File: src/hdl/cpuPkg.sv
package cpuPkg;

    // Major opcodes of the supported RV32I subset
    typedef enum logic [6:0] {
        OPC_LUI    = 7'b0110111,
        OPC_AUIPC  = 7'b0010111,
        OPC_JAL    = 7'b1101111,
        OPC_JALR   = 7'b1100111,
        OPC_BRANCH = 7'b1100011,
        OPC_LOAD   = 7'b0000011,
        OPC_STORE  = 7'b0100011,
        OPC_OPIMM  = 7'b0010011,
        OPC_OP     = 7'b0110011
    } opcode_e;

    typedef enum logic [3:0] {
        ALU_ADD   = 4'd0,
        ALU_SUB   = 4'd1,
        ALU_SLL   = 4'd2,
        ALU_SLT   = 4'd3,  // Also BLT/BGE compare
        ALU_SLTU  = 4'd4,  // Also BLTU/BGEU compare
        ALU_XOR   = 4'd5,
        ALU_SRL   = 4'd6,
        ALU_SRA   = 4'd7,
        ALU_OR    = 4'd8,
        ALU_AND   = 4'd9,
        ALU_EQ    = 4'd10, // BEQ/BNE compare
        ALU_PASSB = 4'd11  // LUI
    } aluOp_e;

    typedef enum logic [1:0] {
        PCS_PLUS_FOUR     = 2'd0,
        PCS_JAL_TARGET    = 2'd1,
        PCS_BRANCH_TARGET = 2'd2,
        PCS_JALR_TARGET   = 2'd3
    } pcSource_e;

    typedef enum logic [1:0] {
        WB_ALU          = 2'd0,
        WB_MEM          = 2'd1,
        WB_PC_PLUS_FOUR = 2'd2
    } wbSel_e;

    // Encoded as funct3[1:0] of loads and stores
    typedef enum logic [1:0] {
        MEM_BYTE = 2'd0,
        MEM_HALF = 2'd1,
        MEM_WORD = 2'd2
    } memSize_e;

    typedef struct packed {
        aluOp_e     aluOp;
        logic       aSelPc;      // Operand A is the PC
        logic       bSelImm;     // Operand B is the immediate
        logic       regWrite;
        wbSel_e     wbSel;
        logic       memRead;
        logic       memWrite;
        memSize_e   memSize;
        logic       memUnsigned;
        logic       isBranch;
        logic       isJal;
        logic       isJalr;
        logic [2:0] funct3;
    } ctrl_t;

    typedef struct packed {
        logic [31:0] address;
        logic [31:0] wrData;
        logic [2:0]  writeLength; // Bytes, 1, 2 or 4
        logic        wrEnable;
    } busReq_t;

endpackage

File: src/hdl/alu.sv
`timescale 1ns/1ps

module alu import cpuPkg::*; (
    input  aluOp_e      i_op,
    input  logic [31:0] i_a,
    input  logic [31:0] i_b,
    output logic [31:0] o_result
);

    logic [4:0] shamt;
    logic       lessSigned;
    logic       lessUnsigned;

    assign shamt        = i_b[4:0];
    assign lessSigned   = $signed(i_a) < $signed(i_b);
    assign lessUnsigned = i_a < i_b;

    always_comb begin
        case (i_op)
            ALU_ADD:   o_result = i_a + i_b;
            ALU_SUB:   o_result = i_a - i_b;
            ALU_SLL:   o_result = i_a << shamt;
            ALU_SLT:   o_result = {31'b0, lessSigned};
            ALU_SLTU:  o_result = {31'b0, lessUnsigned};
            ALU_XOR:   o_result = i_a ^ i_b;
            ALU_SRL:   o_result = i_a >> shamt;
            ALU_SRA:   o_result = $unsigned($signed(i_a) >>> shamt);
            ALU_OR:    o_result = i_a | i_b;
            ALU_AND:   o_result = i_a & i_b;
            ALU_EQ:    o_result = {31'b0, i_a == i_b}; // Branch condition in bit 0
            ALU_PASSB: o_result = i_b;
            default:   o_result = 32'h0;
        endcase
    end

endmodule

File: src/hdl/cpu.sv
`timescale 1ns/1ps

module cpu import cpuPkg::*; #(
    parameter logic [31:0] RESET_VECTOR = 32'h0000_0000
) (
    input  logic        clk,
    input  logic        i_rst,
    input  logic [31:0] i_bus_read_data,
    input  logic [31:0] i_bus_rom_read_data,
    output logic [2:0]  o_bus_write_length,
    output logic        o_bus_wr_enable,
    output logic [31:0] o_bus_address,
    output logic [31:0] o_bus_wr_data,
    output logic [31:0] o_bus_rom_address
);

    logic [31:0] pc;
    logic [31:0] pcNext;
    logic [31:0] pcPlusFour;
    logic [31:0] instruction;
    ctrl_t       ctrl;
    logic [31:0] imm;
    logic [4:0]  rs1;
    logic [4:0]  rs2;
    logic [4:0]  rd;
    logic [31:0] rs1Data;
    logic [31:0] rs2Data;
    logic [31:0] aluA;
    logic [31:0] aluB;
    logic [31:0] aluResult;
    logic [31:0] loadData;
    logic [31:0] wbData;
    busReq_t     busReq;

    assign instruction       = i_bus_rom_read_data; // ROM answers in the same cycle
    assign o_bus_rom_address = pc >> 2;             // Word index

    programCounter #(.RESET_VECTOR(RESET_VECTOR)) programCounterInst (
        .clk      (clk),
        .i_rst    (i_rst),
        .i_pcNext (pcNext),
        .o_pc     (pc)
    );

    pcUnit pcUnitInst (
        .i_pc          (pc),
        .i_instruction (instruction),
        .i_ctrl        (ctrl),
        .i_aluResult   (aluResult),
        .o_pcPlusFour  (pcPlusFour),
        .o_pcNext      (pcNext)
    );

    decoder decoderInst (
        .i_instruction (instruction),
        .o_ctrl        (ctrl),
        .o_imm         (imm),
        .o_rs1         (rs1),
        .o_rs2         (rs2),
        .o_rd          (rd)
    );

    registerFile registerFileInst (
        .clk        (clk),
        .i_rs1      (rs1),
        .i_rs2      (rs2),
        .i_rd       (rd),
        .i_wrEnable (ctrl.regWrite),
        .i_wrData   (wbData),
        .o_rs1Data  (rs1Data),
        .o_rs2Data  (rs2Data)
    );

    // Operand selects, PC for AUIPC and immediate for I/S/U forms
    assign aluA = ctrl.aSelPc ? pc : rs1Data;
    assign aluB = ctrl.bSelImm ? imm : rs2Data;

    alu aluInst (
        .i_op     (ctrl.aluOp),
        .i_a      (aluA),
        .i_b      (aluB),
        .o_result (aluResult)
    );

    loadStoreUnit loadStoreUnitInst (
        .i_rst         (i_rst),
        .i_ctrl        (ctrl),
        .i_address     (aluResult),
        .i_storeData   (rs2Data),
        .i_busReadData (i_bus_read_data),
        .o_req         (busReq),
        .o_loadData    (loadData)
    );

    always_comb begin
        case (ctrl.wbSel)
            WB_MEM:          wbData = loadData;
            WB_PC_PLUS_FOUR: wbData = pcPlusFour; // Link register for JAL/JALR
            default:         wbData = aluResult;
        endcase
    end

    assign o_bus_address      = busReq.address;
    assign o_bus_wr_data      = busReq.wrData;
    assign o_bus_write_length = busReq.writeLength;
    assign o_bus_wr_enable    = busReq.wrEnable;

endmodule

File: src/hdl/decoder.sv
`timescale 1ns/1ps

module decoder import cpuPkg::*; (
    input  logic [31:0] i_instruction,
    output ctrl_t       o_ctrl,
    output logic [31:0] o_imm,
    output logic [4:0]  o_rs1,
    output logic [4:0]  o_rs2,
    output logic [4:0]  o_rd
);

    opcode_e     opcode;
    logic [2:0]  funct3;
    logic [31:0] immI;
    logic [31:0] immS;
    logic [31:0] immB;
    logic [31:0] immU;
    logic [31:0] immJ;

    // ALU op for OP and OPIMM; SUB only exists in the register form
    function automatic aluOp_e arithOp(input logic [2:0] f3, input logic alt,
                                       input logic isReg);
        case (f3)
            3'b000:  return (alt && isReg) ? ALU_SUB : ALU_ADD;
            3'b001:  return ALU_SLL;
            3'b010:  return ALU_SLT;
            3'b011:  return ALU_SLTU;
            3'b100:  return ALU_XOR;
            3'b101:  return alt ? ALU_SRA : ALU_SRL;
            3'b110:  return ALU_OR;
            default: return ALU_AND;
        endcase
    endfunction

    assign opcode = opcode_e'(i_instruction[6:0]);
    assign funct3 = i_instruction[14:12];
    assign o_rd   = i_instruction[11:7];
    assign o_rs1  = i_instruction[19:15];
    assign o_rs2  = i_instruction[24:20];

    assign immI = {{20{i_instruction[31]}}, i_instruction[31:20]};
    assign immS = {{20{i_instruction[31]}}, i_instruction[31:25], i_instruction[11:7]};
    assign immB = {{20{i_instruction[31]}}, i_instruction[7], i_instruction[30:25],
                   i_instruction[11:8], 1'b0};
    assign immU = {i_instruction[31:12], 12'h000};
    assign immJ = {{12{i_instruction[31]}}, i_instruction[19:12], i_instruction[20],
                   i_instruction[30:21], 1'b0};

    always_comb begin
        // No-op unless an opcode below claims the instruction
        o_ctrl             = '0;
        o_ctrl.aluOp       = ALU_ADD;
        o_ctrl.wbSel       = WB_ALU;
        o_ctrl.memSize     = memSize_e'(funct3[1:0]);
        o_ctrl.memUnsigned = funct3[2];
        o_ctrl.funct3      = funct3;
        o_imm              = 32'h0;
        case (opcode)
            OPC_LUI: begin
                o_ctrl.aluOp    = ALU_PASSB;
                o_ctrl.bSelImm  = 1'b1;
                o_ctrl.regWrite = 1'b1;
                o_imm           = immU;
            end
            OPC_AUIPC: begin
                o_ctrl.aSelPc   = 1'b1;
                o_ctrl.bSelImm  = 1'b1;
                o_ctrl.regWrite = 1'b1;
                o_imm           = immU;
            end
            OPC_JAL: begin
                o_ctrl.isJal    = 1'b1;
                o_ctrl.regWrite = 1'b1;
                o_ctrl.wbSel    = WB_PC_PLUS_FOUR;
                o_imm           = immJ;
            end
            OPC_JALR: begin
                o_ctrl.isJalr   = 1'b1;
                o_ctrl.bSelImm  = 1'b1;
                o_ctrl.regWrite = 1'b1;
                o_ctrl.wbSel    = WB_PC_PLUS_FOUR;
                o_imm           = immI;
            end
            OPC_BRANCH: begin
                o_ctrl.isBranch = 1'b1;
                case (funct3[2:1])
                    2'b10:   o_ctrl.aluOp = ALU_SLT;
                    2'b11:   o_ctrl.aluOp = ALU_SLTU;
                    default: o_ctrl.aluOp = ALU_EQ;
                endcase
                o_imm = immB;
            end
            OPC_LOAD: begin
                o_ctrl.bSelImm  = 1'b1;
                o_ctrl.memRead  = 1'b1;
                o_ctrl.regWrite = 1'b1;
                o_ctrl.wbSel    = WB_MEM;
                o_imm           = immI;
            end
            OPC_STORE: begin
                o_ctrl.bSelImm  = 1'b1;
                o_ctrl.memWrite = 1'b1;
                o_imm           = immS;
            end
            OPC_OPIMM: begin
                o_ctrl.aluOp    = arithOp(funct3, i_instruction[30], 1'b0);
                o_ctrl.bSelImm  = 1'b1;
                o_ctrl.regWrite = 1'b1;
                o_imm           = immI;
            end
            OPC_OP: begin
                o_ctrl.aluOp    = arithOp(funct3, i_instruction[30], 1'b1);
                o_ctrl.regWrite = 1'b1;
            end
            default: ;
        endcase
    end

endmodule

File: src/hdl/loadStoreUnit.sv
`timescale 1ns/1ps

module loadStoreUnit import cpuPkg::*; (
    input  logic        i_rst,
    input  ctrl_t       i_ctrl,
    input  logic [31:0] i_address,
    input  logic [31:0] i_storeData,
    input  logic [31:0] i_busReadData,
    output busReq_t     o_req,
    output logic [31:0] o_loadData
);

    logic [2:0]  writeLength;
    logic [31:0] storeMask;
    logic [31:0] extended;
    logic        signedLoad;

    always_comb begin
        case (i_ctrl.memSize)
            MEM_BYTE: begin
                writeLength = 3'd1;
                storeMask   = 32'h0000_00ff;
            end
            MEM_HALF: begin
                writeLength = 3'd2;
                storeMask   = 32'h0000_ffff;
            end
            default: begin
                writeLength = 3'd4;
                storeMask   = 32'hffff_ffff;
            end
        endcase
    end

    assign o_req.address     = i_address;
    assign o_req.wrData      = i_storeData & storeMask; // Data sits in the low bytes
    assign o_req.writeLength = writeLength;
    assign o_req.wrEnable    = i_ctrl.memWrite & ~i_rst;

    // Bus returns the word starting at the address, so the data is in the low bits
    assign signedLoad = ~i_ctrl.memUnsigned;

    always_comb begin
        case (i_ctrl.memSize)
            MEM_BYTE: extended = {{24{signedLoad & i_busReadData[7]}}, i_busReadData[7:0]};
            MEM_HALF: extended = {{16{signedLoad & i_busReadData[15]}}, i_busReadData[15:0]};
            default:  extended = i_busReadData;
        endcase
    end

    assign o_loadData = i_ctrl.memRead ? extended : 32'h0;

endmodule

File: src/hdl/pcUnit.sv
`timescale 1ns/1ps

module pcUnit import cpuPkg::*; (
    input  logic [31:0] i_pc,
    input  logic [31:0] i_instruction,
    input  ctrl_t       i_ctrl,
    input  logic [31:0] i_aluResult,
    output logic [31:0] o_pcPlusFour,
    output logic [31:0] o_pcNext
);

    logic [31:0] jalOffset;
    logic [31:0] branchOffset;
    logic [31:0] jalTarget;
    logic [31:0] branchTarget;
    logic [31:0] jalrTarget;
    logic        branchTaken;
    pcSource_e   pcSource;

    // J and B immediates taken straight from the instruction word
    assign jalOffset = {{12{i_instruction[31]}}, i_instruction[19:12],
                        i_instruction[20], i_instruction[30:21], 1'b0};
    assign branchOffset = {{20{i_instruction[31]}}, i_instruction[7],
                           i_instruction[30:25], i_instruction[11:8], 1'b0};

    assign o_pcPlusFour = i_pc + 32'd4;
    assign jalTarget    = i_pc + jalOffset;
    assign branchTarget = i_pc + branchOffset;
    assign jalrTarget   = {i_aluResult[31:1], 1'b0}; // rs1 + imm, LSB cleared

    // BEQ/BLT/BLTU take on a true compare, BNE/BGE/BGEU on a false one.
    // funct3[0] marks the inverted forms.
    assign branchTaken = i_aluResult[0] ^ i_ctrl.funct3[0];

    always_comb begin
        if (i_ctrl.isJal) begin
            pcSource = PCS_JAL_TARGET;
        end else if (i_ctrl.isJalr) begin
            pcSource = PCS_JALR_TARGET;
        end else if (i_ctrl.isBranch && branchTaken) begin
            pcSource = PCS_BRANCH_TARGET;
        end else begin
            pcSource = PCS_PLUS_FOUR;
        end
    end

    always_comb begin
        case (pcSource)
            PCS_JAL_TARGET:    o_pcNext = jalTarget;
            PCS_BRANCH_TARGET: o_pcNext = branchTarget;
            PCS_JALR_TARGET:   o_pcNext = jalrTarget;
            default:           o_pcNext = o_pcPlusFour;
        endcase
    end

endmodule

File: src/hdl/programCounter.sv
`timescale 1ns/1ps

module programCounter #(
    parameter logic [31:0] RESET_VECTOR = 32'h0000_0000
) (
    input  logic        clk,
    input  logic        i_rst,
    input  logic [31:0] i_pcNext,
    output logic [31:0] o_pc
);

    logic [31:0] pcReg;

    always_ff @(posedge clk) begin
        if (i_rst) begin
            pcReg <= RESET_VECTOR;
        end else begin
            pcReg <= i_pcNext; // New instruction every cycle
        end
    end

    assign o_pc = pcReg;

endmodule

File: src/hdl/registerFile.sv
`timescale 1ns/1ps

module registerFile (
    input  logic        clk,
    input  logic [4:0]  i_rs1,
    input  logic [4:0]  i_rs2,
    input  logic [4:0]  i_rd,
    input  logic        i_wrEnable,
    input  logic [31:0] i_wrData,
    output logic [31:0] o_rs1Data,
    output logic [31:0] o_rs2Data
);

    // x0 has no storage
    logic [31:0] regs [1:31];

    always_ff @(posedge clk) begin
        if (i_wrEnable && (i_rd != 5'd0)) begin
            regs[i_rd] <= i_wrData;
        end
    end

    // Asynchronous reads
    assign o_rs1Data = (i_rs1 == 5'd0) ? 32'h0 : regs[i_rs1];
    assign o_rs2Data = (i_rs2 == 5'd0) ? 32'h0 : regs[i_rs2];

endmodule
File: config.mk
export PLATFORM = sky130hd
export DESIGN_NAME = cpu
export DESIGN_NICKNAME = d
export VERILOG_FILES = /design/src/hdl/cpuPkg.sv /design/src/hdl/alu.sv /design/src/hdl/cpu.sv /design/src/hdl/decoder.sv /design/src/hdl/loadStoreUnit.sv /design/src/hdl/pcUnit.sv /design/src/hdl/programCounter.sv /design/src/hdl/registerFile.sv
export SDC_FILE = /design/constraint.sdc
export NUM_CORES = 2
export LEC_CHECK = 0
export BUFFER_PORTS_ARGS = -buffer_cell sky130_fd_sc_hd__buf_4
export CAP_MARGIN = 20
export CORE_UTILIZATION = 45
export CTS_CLUSTER_DIAMETER = 80
export DETAILED_ROUTE_END_ITERATION = 8
export REMOVE_ABC_BUFFERS = 1
export SETUP_SLACK_MARGIN = 0.2
export SKIP_CTS_REPAIR_TIMING = 1
export SLEW_MARGIN = 20
export SYNTH_ARGS = -nofsm -noshare
export SYNTH_HDL_FRONTEND = slang
export SYNTH_HIERARCHICAL = 1
export SYNTH_SLANG_ARGS = --single-unit
File: constraint.sdc
create_clock -name clk -period 17.73 [get_ports clk]
set_clock_uncertainty 0.1 [all_clocks]
set_input_delay 0 -clock clk [delete_from_list [all_inputs] [get_ports clk]]
set_output_delay 0 -clock clk [all_outputs]
set_load 0.05 [all_outputs]
== After elaboration in Yosys (flattened, before gate mapping) ==
Memory sizes are Yosys's and may differ from the RTL's.
Cells that the tools add are included.

* Add/sub/neg operators: 5
* Magnitude comparators: 2
* Equality and inequality tests: 35
* Shift-type cells: 3
* Mux-type cells: 32
* Bitwise operators: 10
* Reduce and logical (&&, ||, !) cells: 13

{| class="wikitable"
|+ Operator list
! operator !! count
|-
| case mux 32 bit (12 select lines) || 1
|-
| case mux 32 bit (2 select lines) || 3
|-
| 2-to-1 mux 32 bit || 5
|-
| case mux 32 bit (5 select lines) || 1
|-
| adder 32 bit || 3
|-
| case mux 32 bit (3 select lines) || 1
|-
| bitwise AND 32 bit || 2
|-
| less-than comparator 32 bit || 2
|-
| case mux 4 bit (7 select lines) || 2
|-
| adder 32 x 3 -> 32 bit, second input constant || 1
|-
| equality test 32 bit || 1
|-
| bitwise OR 32 bit || 1
|-
| << shifter 32 x 5 -> 32 bit || 1
|-
| >> shifter 32 x 5 -> 32 bit || 1
|-
| >>> shifter 32 x 5 -> 32 bit || 1
|-
| subtractor 32 bit || 1
|-
| XOR 32 bit || 1
|-
| equality test 7 x 6 -> 1 bit, second input constant || 3
|-
| equality test 7 bit, second input constant || 3
|-
| equality test 4 x 3 -> 1 bit, second input constant || 4
|-
| equality test 4 bit, second input constant || 4
|-
| case mux 4 bit (4 select lines) || 1
|-
| equality test 7 x 5 -> 1 bit, second input constant || 2
|-
| 2-to-1 mux 1 bit || 12
|-
| other kinds (25) || 43
|}

* Bits in registers: 32
* Memory bits (writable): 992
* Input bits: 66
* Output and inout bits: 100
* Word-level logic and storage cells: 102
* Memories: 1

{| class="wikitable"
|+ Memory list
! memory !! words !! width !! read ports !! clocked after Yosys merged registers in !! write ports !! line !! text
|-
| registerFileInst.regs || 31 || 32 || 2 || 0 || 1 || registerFile.sv:15 || <nowiki>logic [31:0] regs [1:31];</nowiki>
|}

== Depth between registers and ports, before layout ==
* Depth in word-level cells: 13
* Gate-level depth with buffers: 43
* Depth with buffers taken out: 32

== Modules after synthesis ==
The synthesis kept the hierarchy.

{| class="wikitable"
|+ By module, submodules not included
! module !! times used !! cells each !! area an instance (um^2) !! sequential area each (um^2)
|-
| registerFile || 1 || 2,593 || 46,489.6 || 29,788.6
|-
| alu || 1 || 1,352 || 8,857.2 || 0.0
|-
| pcUnit || 1 || 475 || 3,143.0 || 0.0
|-
| cpu || 1 || 188 || 1,699.1 || 0.0
|-
| loadStoreUnit || 1 || 141 || 968.4 || 0.0
|-
| decoder || 1 || 126 || 915.9 || 0.0
|-
| programCounter || 1 || 67 || 863.3 || 640.6
|}

== Worst setup path after synthesis ==
OpenSTA, ideal clock, no wires.

* Path type: in2reg
* Start point: input port i_bus_rom_read_data[20]
* End point: register programCounterInst.pcReg[18] (netlist: programCounterInst/o_pc[18])
* Library setup time: 114 ps
* Data arrival time: 7,592 ps
* Required time: 17,516 ps
* Path slack: 9,924 ps
* Stages on the path: 41
* Path buffers: 10
* Path through: buf_4 -> buf_2 -> buf_4 -> buf_2 -> mux4_2 -> mux2_2 -> nand2_1 -> nand4_1 -> mux2_4 -> buf_6 -> inv_2 -> buf_1 -> clkbuf_1 -> ha_1 -> buf_2 -> nor2_1 -> o221ai_1 -> a2111oi_0 -> (+5 left out) -> xor2_1 -> a21oi_1 -> or2_2 -> inv_1 -> ha_1 -> clkbuf_1 -> nand2_1 -> o21ai_0 -> ha_1 -> clkbuf_1 -> a21oi_1 -> o21ai_0 -> a2111oi_0 -> nor2_1 -> xor2_1 -> a221oi_1 -> nor2_1 -> nor2b_1

* Word-level cells in the longest chain between the ends: 12
* Elaborated cells on any way between the ends: 27
* Classes of those cells: add/sub: 3; order compare: 2; eq/ne: 4; shift: 3; mux: 8; bitwise: 4; reduce/logical: 2; memory: 1

{| class="wikitable"
|+ Ends and longest elaborated chain
! item !! line !! text
|-
| start, declared || cpu.sv:9 || <nowiki>input logic [31:0] i_bus_rom_read_data,</nowiki>
|-
| memory (31 x 32 bit) / logical NOT 5 bit (equally long branches) || n/a ||
|-
| 2-to-1 mux 32 bit * || registerFile.sv:25 || <nowiki>assign o_rs2Data = (i_rs2 == 5'd0) ? 32'h0 : regs[i_rs2];</nowiki>
|-
| net rs2Data[2] || cpu.sv:27 || <nowiki>logic [31:0] rs2Data;</nowiki>
|-
| 2-to-1 mux 32 bit * || cpu.sv:76 || <nowiki>assign aluB = ctrl.bSelImm ? imm : rs2Data;</nowiki>
|-
| net aluB[2] || cpu.sv:29 || <nowiki>logic [31:0] aluB;</nowiki>
|-
| less-than comparator 32 bit, or another cell as far along || alu.sv:16 || <nowiki>assign lessUnsigned = i_a < i_b;</nowiki>
|-
| case mux 32 bit (12 select lines) * || alu.sv:19 || <nowiki>case (i_op)</nowiki>
|-
| net aluResult[0] || cpu.sv:30 || <nowiki>logic [31:0] aluResult;</nowiki>
|-
| XOR 1 bit * || pcUnit.sv:33 || <nowiki>assign branchTaken = i_aluResult[0] ^ i_ctrl.funct3[0];</nowiki>
|-
| logical AND 1 bit * || pcUnit.sv:40 || <nowiki>end else if (i_ctrl.isBranch && branchTaken) begin</nowiki>
|-
| 2-to-1 mux 2 bit * || pcUnit.sv:40 ||
|-
| 2-to-1 mux 2 bit * || pcUnit.sv:38 || <nowiki>end else if (i_ctrl.isJalr) begin</nowiki>
|-
| 2-to-1 mux 2 bit * || pcUnit.sv:36 || <nowiki>if (i_ctrl.isJal) begin</nowiki>
|-
| equality test 2 bit / equality test 2 x 1 -> 1 bit (equally long branches) || pcUnit.sv:48 || <nowiki>case (pcSource)</nowiki>
|-
| case mux 32 bit (3 select lines) * || pcUnit.sv:48 ||
|-
| net pcNext[18] || cpu.sv:18 || <nowiki>logic [31:0] pcNext;</nowiki>
|-
| end signal, assigned || programCounter.sv:18 || <nowiki>pcReg <= i_pcNext;</nowiki>
|-
| end, declared || programCounter.sv:12 || <nowiki>logic [31:0] pcReg;</nowiki>
|}

The timed path passes the listed nets; every way through them passes the cells marked *.
A chain may end at the register's enable or synchronous reset.

== Worst setup path after layout ==
* Start point: input port i_bus_rom_read_data[20]
* End point: register programCounterInst.pcReg[18] (netlist: programCounterInst/o_pc[18])

* Word-level cells in the longest chain between the ends: 12
* Elaborated cells on any way between the ends: 27
* Classes of those cells: add/sub: 3; order compare: 2; eq/ne: 4; shift: 3; mux: 8; bitwise: 4; reduce/logical: 2; memory: 1

{| class="wikitable"
|+ Ends and longest elaborated chain
! item !! line
|-
| memory (31 x 32 bit) / logical NOT 5 bit (equally long branches) || n/a
|-
| 2-to-1 mux 32 bit * || registerFile.sv:25
|-
| net rs2Data[18] || cpu.sv:27
|-
| 2-to-1 mux 32 bit * || cpu.sv:76
|-
| net aluB[18] || cpu.sv:29
|-
| less-than comparator 32 bit, or another cell as far along || alu.sv:16
|-
| case mux 32 bit (12 select lines) * || alu.sv:19
|-
| XOR 1 bit || pcUnit.sv:33
|-
| logical AND 1 bit || pcUnit.sv:40
|-
| 2-to-1 mux 2 bit || pcUnit.sv:40
|-
| 2-to-1 mux 2 bit || pcUnit.sv:38
|-
| 2-to-1 mux 2 bit || pcUnit.sv:36
|-
| equality test 2 bit / equality test 2 x 1 -> 1 bit (equally long branches) || pcUnit.sv:48
|-
| case mux 32 bit (3 select lines) * || pcUnit.sv:48
|-
| net pcNext[18] || cpu.sv:18
|}

Marked as above.

==> summary.txt <==
Global route
  • Pin count of the biggest net entering global routing: 103
  • Vias in the first global route: 45100
  • Total GRT Usage: 0.353
  • Initial antenna violation count: 18
  • First-pass GRT wire length: around 350000 um
  • Grt ovf: 0

Synth
  • Synth Area per Inst: approximately 13 sq um
  • Gate Count Post-Synth: roughly 4900
  • Cell area after synthesis: between 0.06 and 0.07 sq mm
  • Ys Warns: 6

Die
  • Boundary pin count: between 150 and 200
  • Initial Util: 0.455
  • Die Ht: roughly 380 um
  • Num rows: ~140
  • Core area: ~0.14 sq mm
  • Die area: 0.141 sq mm
  • Die Wd: 376 um

Clock network
  • Clock Path Buffers: 3
  • Worst-Skew Late Latency: 0.77 ns
  • Worst-path clk slew: around 0.060 ns
  • Clk sinks: between 1000 and 1500
  • H-Tree Depth: 3
  • Clk root buf: clkbuf_16
  • Total CTS buffers: 106
  • CTS tree: done

Power
  • Clock group share of total power: 0.313
  • Internal: 4.85 mW
  • Leakage power total: roughly 24 nW
  • Pwr dens: between 100 and 150 mW/mm^2
  • Switch Pwr: 2.45 mW
  • Peak supply drop: slightly below 0.08 mV
  • Sw Share: 0.336
  • Logic pwr share: 0.276
  • Sequential Power Share: 0.410

Route
  • Final WL: about 250000 um
  • Wire per inst: between 30 and 40 um
  • Via Count: 47500
  • Drt initial violations: 6696
  • Vias per cell: 6.90
  • Detailed Routing Iterations Pass 1: 7
  • DRC: 0
  • Antenna Nets Post-Route: 0

Placement
  • DP Wirelength: ~170000 um
  • Placer Congestion: between 1 and 1.5
  • Placed Area: 0.0657 sq mm
  • Port Buf Inserts: ~160

Final layout
  • Final instance area: between 0.06 and 0.07 sq mm
  • Most common cell after layout, fill and taps aside: edfxtp_1
  • Area grow syn2layout: 10.2%
  • Util after Layout: 0.502
  • Share of cells above drive strength 1: 0.221
  • Area of the multi-input gates: ~0.030 sq mm
  • Filler cells: between 10000 and 15000
  • Nets: ~5000
  • Reg area: 0.0304 sq mm
  • Most frequent cells in the layout: 992 x edfxtp_1, 382 x mux2i_1, 355 x mux4_2, 319 x nand2_1, 306 x buf_4

STA
  • Final Max Tran Viols: 0
  • WHS: -0.0455 ns
  • Tmin final: 10.77 ns
  • Hold Vio Cnt, Final: 1
  • Headroom to the max-slew limit: 0.0729
  • Pin slew with the least headroom to its limit: ~1.4 ns
  • Period utilisation layout: 0.608
  • Final setup vio count: 0
  • Achievable clock frequency: roughly 93 MHz
  • Setup TNS: 0 ns
  • RSZ-0062 raised after global routing: no

Worst setup path
  • Buf+Inv Stages, Crit Path: 5
  • Delay-heaviest family, CP: simple AND/OR/NAND/NOR gates
  • Worst r2r src: registerFileInst/regs[27][4]
  • Worst stage delay on the critical path: 0.81 ns
  • CP Capture Type: flip-flop
  • Data required, critical path: between 15 and 20 ns
  • Critical-path top delay cell: buf_4
  • Cell mode on critical path: ha_1
  • Startpoint Class: input pin
  • Reg2Reg Depth: 31
  • Crit path DAT: between 10 and 15 ns
  • Critical setup path kind: in -> reg
  • R2R Setup Slk: 8.15 ns
  • Critical Path Fanout Max: 59
  • R2R Path End: programCounterInst/o_pc[18]

Run status
  • Failing checks: negative hold slack
  • Status: finished with violations

Min path
  • Hold path startpoint: i_bus_rom_read_data[8]
  • Worst Hold Depth: 6
  • Hold Crit Class: in -> reg
  • Hold EP: programCounterInst/o_pc[1]

Job
  • MaxCap Viol Count: 0
final cells by class:
class,count,area share
flip-flops and latches,1024,0.439
multi-input cells,3347,0.434
clock buffers,133,0.0399
repair buffers,319,0.0357
well taps,1863,0.0336
clock inverters,64,0.0108
inverters,126,0.00682
diodes,15,0.000541
state kept, by name, indices dropped and copies added, names as in the netlist:
| signal | cells |
|---|---|
| programCounterInst/o_pc | 32 |
| registerFileInst/regs | 992 |
worst register-to-register path, delay by kind of cell, from the launching register on:
kind | cells | cell delay (ns)
buffers and inverters | 3 | 0.82
and+or+nand+nor | 9 | 2.03
AOI/OAI and AO/OA | 12 | 3.24
DFF | 1 | 0.35
muxes | 2 | 0.87
xor gates and xnor gates | 2 | 0.40
adders and majority gates | 3 | 1.60
stage by stage:
step                      worst slack (ns)  hold slack [ns]  cells  power [mW]
after floorplan                       7.57           -0.100   4497        4.11
after global placement                6.50            0.402   6674        4.98
after detailed placement              6.47            0.409   6674        4.99
after CTS                             7.19           -0.377   6871        7.24
after global routing                  6.44           0.0101   6878        7.46
final                                 6.96          -0.0455   6891        7.29
how the worst max path moves through the flow:
stage	start	end	slack [ns]	cells past startpoint
6_report	i_bus_rom_read_data[20]	programCounterInst/o_pc[18]	6.96	34
5_1_grt	i_bus_rom_read_data[20]	programCounterInst/o_pc[18]	6.44	34
4_1_cts	i_bus_rom_read_data[20]	programCounterInst/o_pc[28]	7.19	33
3_5_place_dp	i_bus_rom_read_data[20]	programCounterInst/o_pc[28]	6.47	33
3_3_place_gp	i_bus_rom_read_data[20]	programCounterInst/o_pc[28]	6.50	33
2_1_floorplan	i_bus_rom_read_data[22]	programCounterInst/o_pc[25]	7.57	31
routing by layer:
layer  GRT usage  vias to the layer above  part of all wire
met5           0                        -           0.00021
met4       0.166                        8             0.051
li1            -                    19300                 -
met3      0.0788                      544              0.11
met1       0.487                    24500              0.40
met2       0.528                     3132              0.44
power groups by stage:
stage          Sequential [mW]  Clock (mW)  Combinational, mW
2_1_floorplan             3.06           0               1.06
3_3_place_gp              3.05           0               1.93
3_5_place_dp              3.05           0               1.94
4_1_cts                   2.99        2.30               1.94
5_1_grt                   2.99        2.38               2.09
6_report                  2.99        2.29               2.02
No activity file was read; power rests on OpenSTA's default activity.
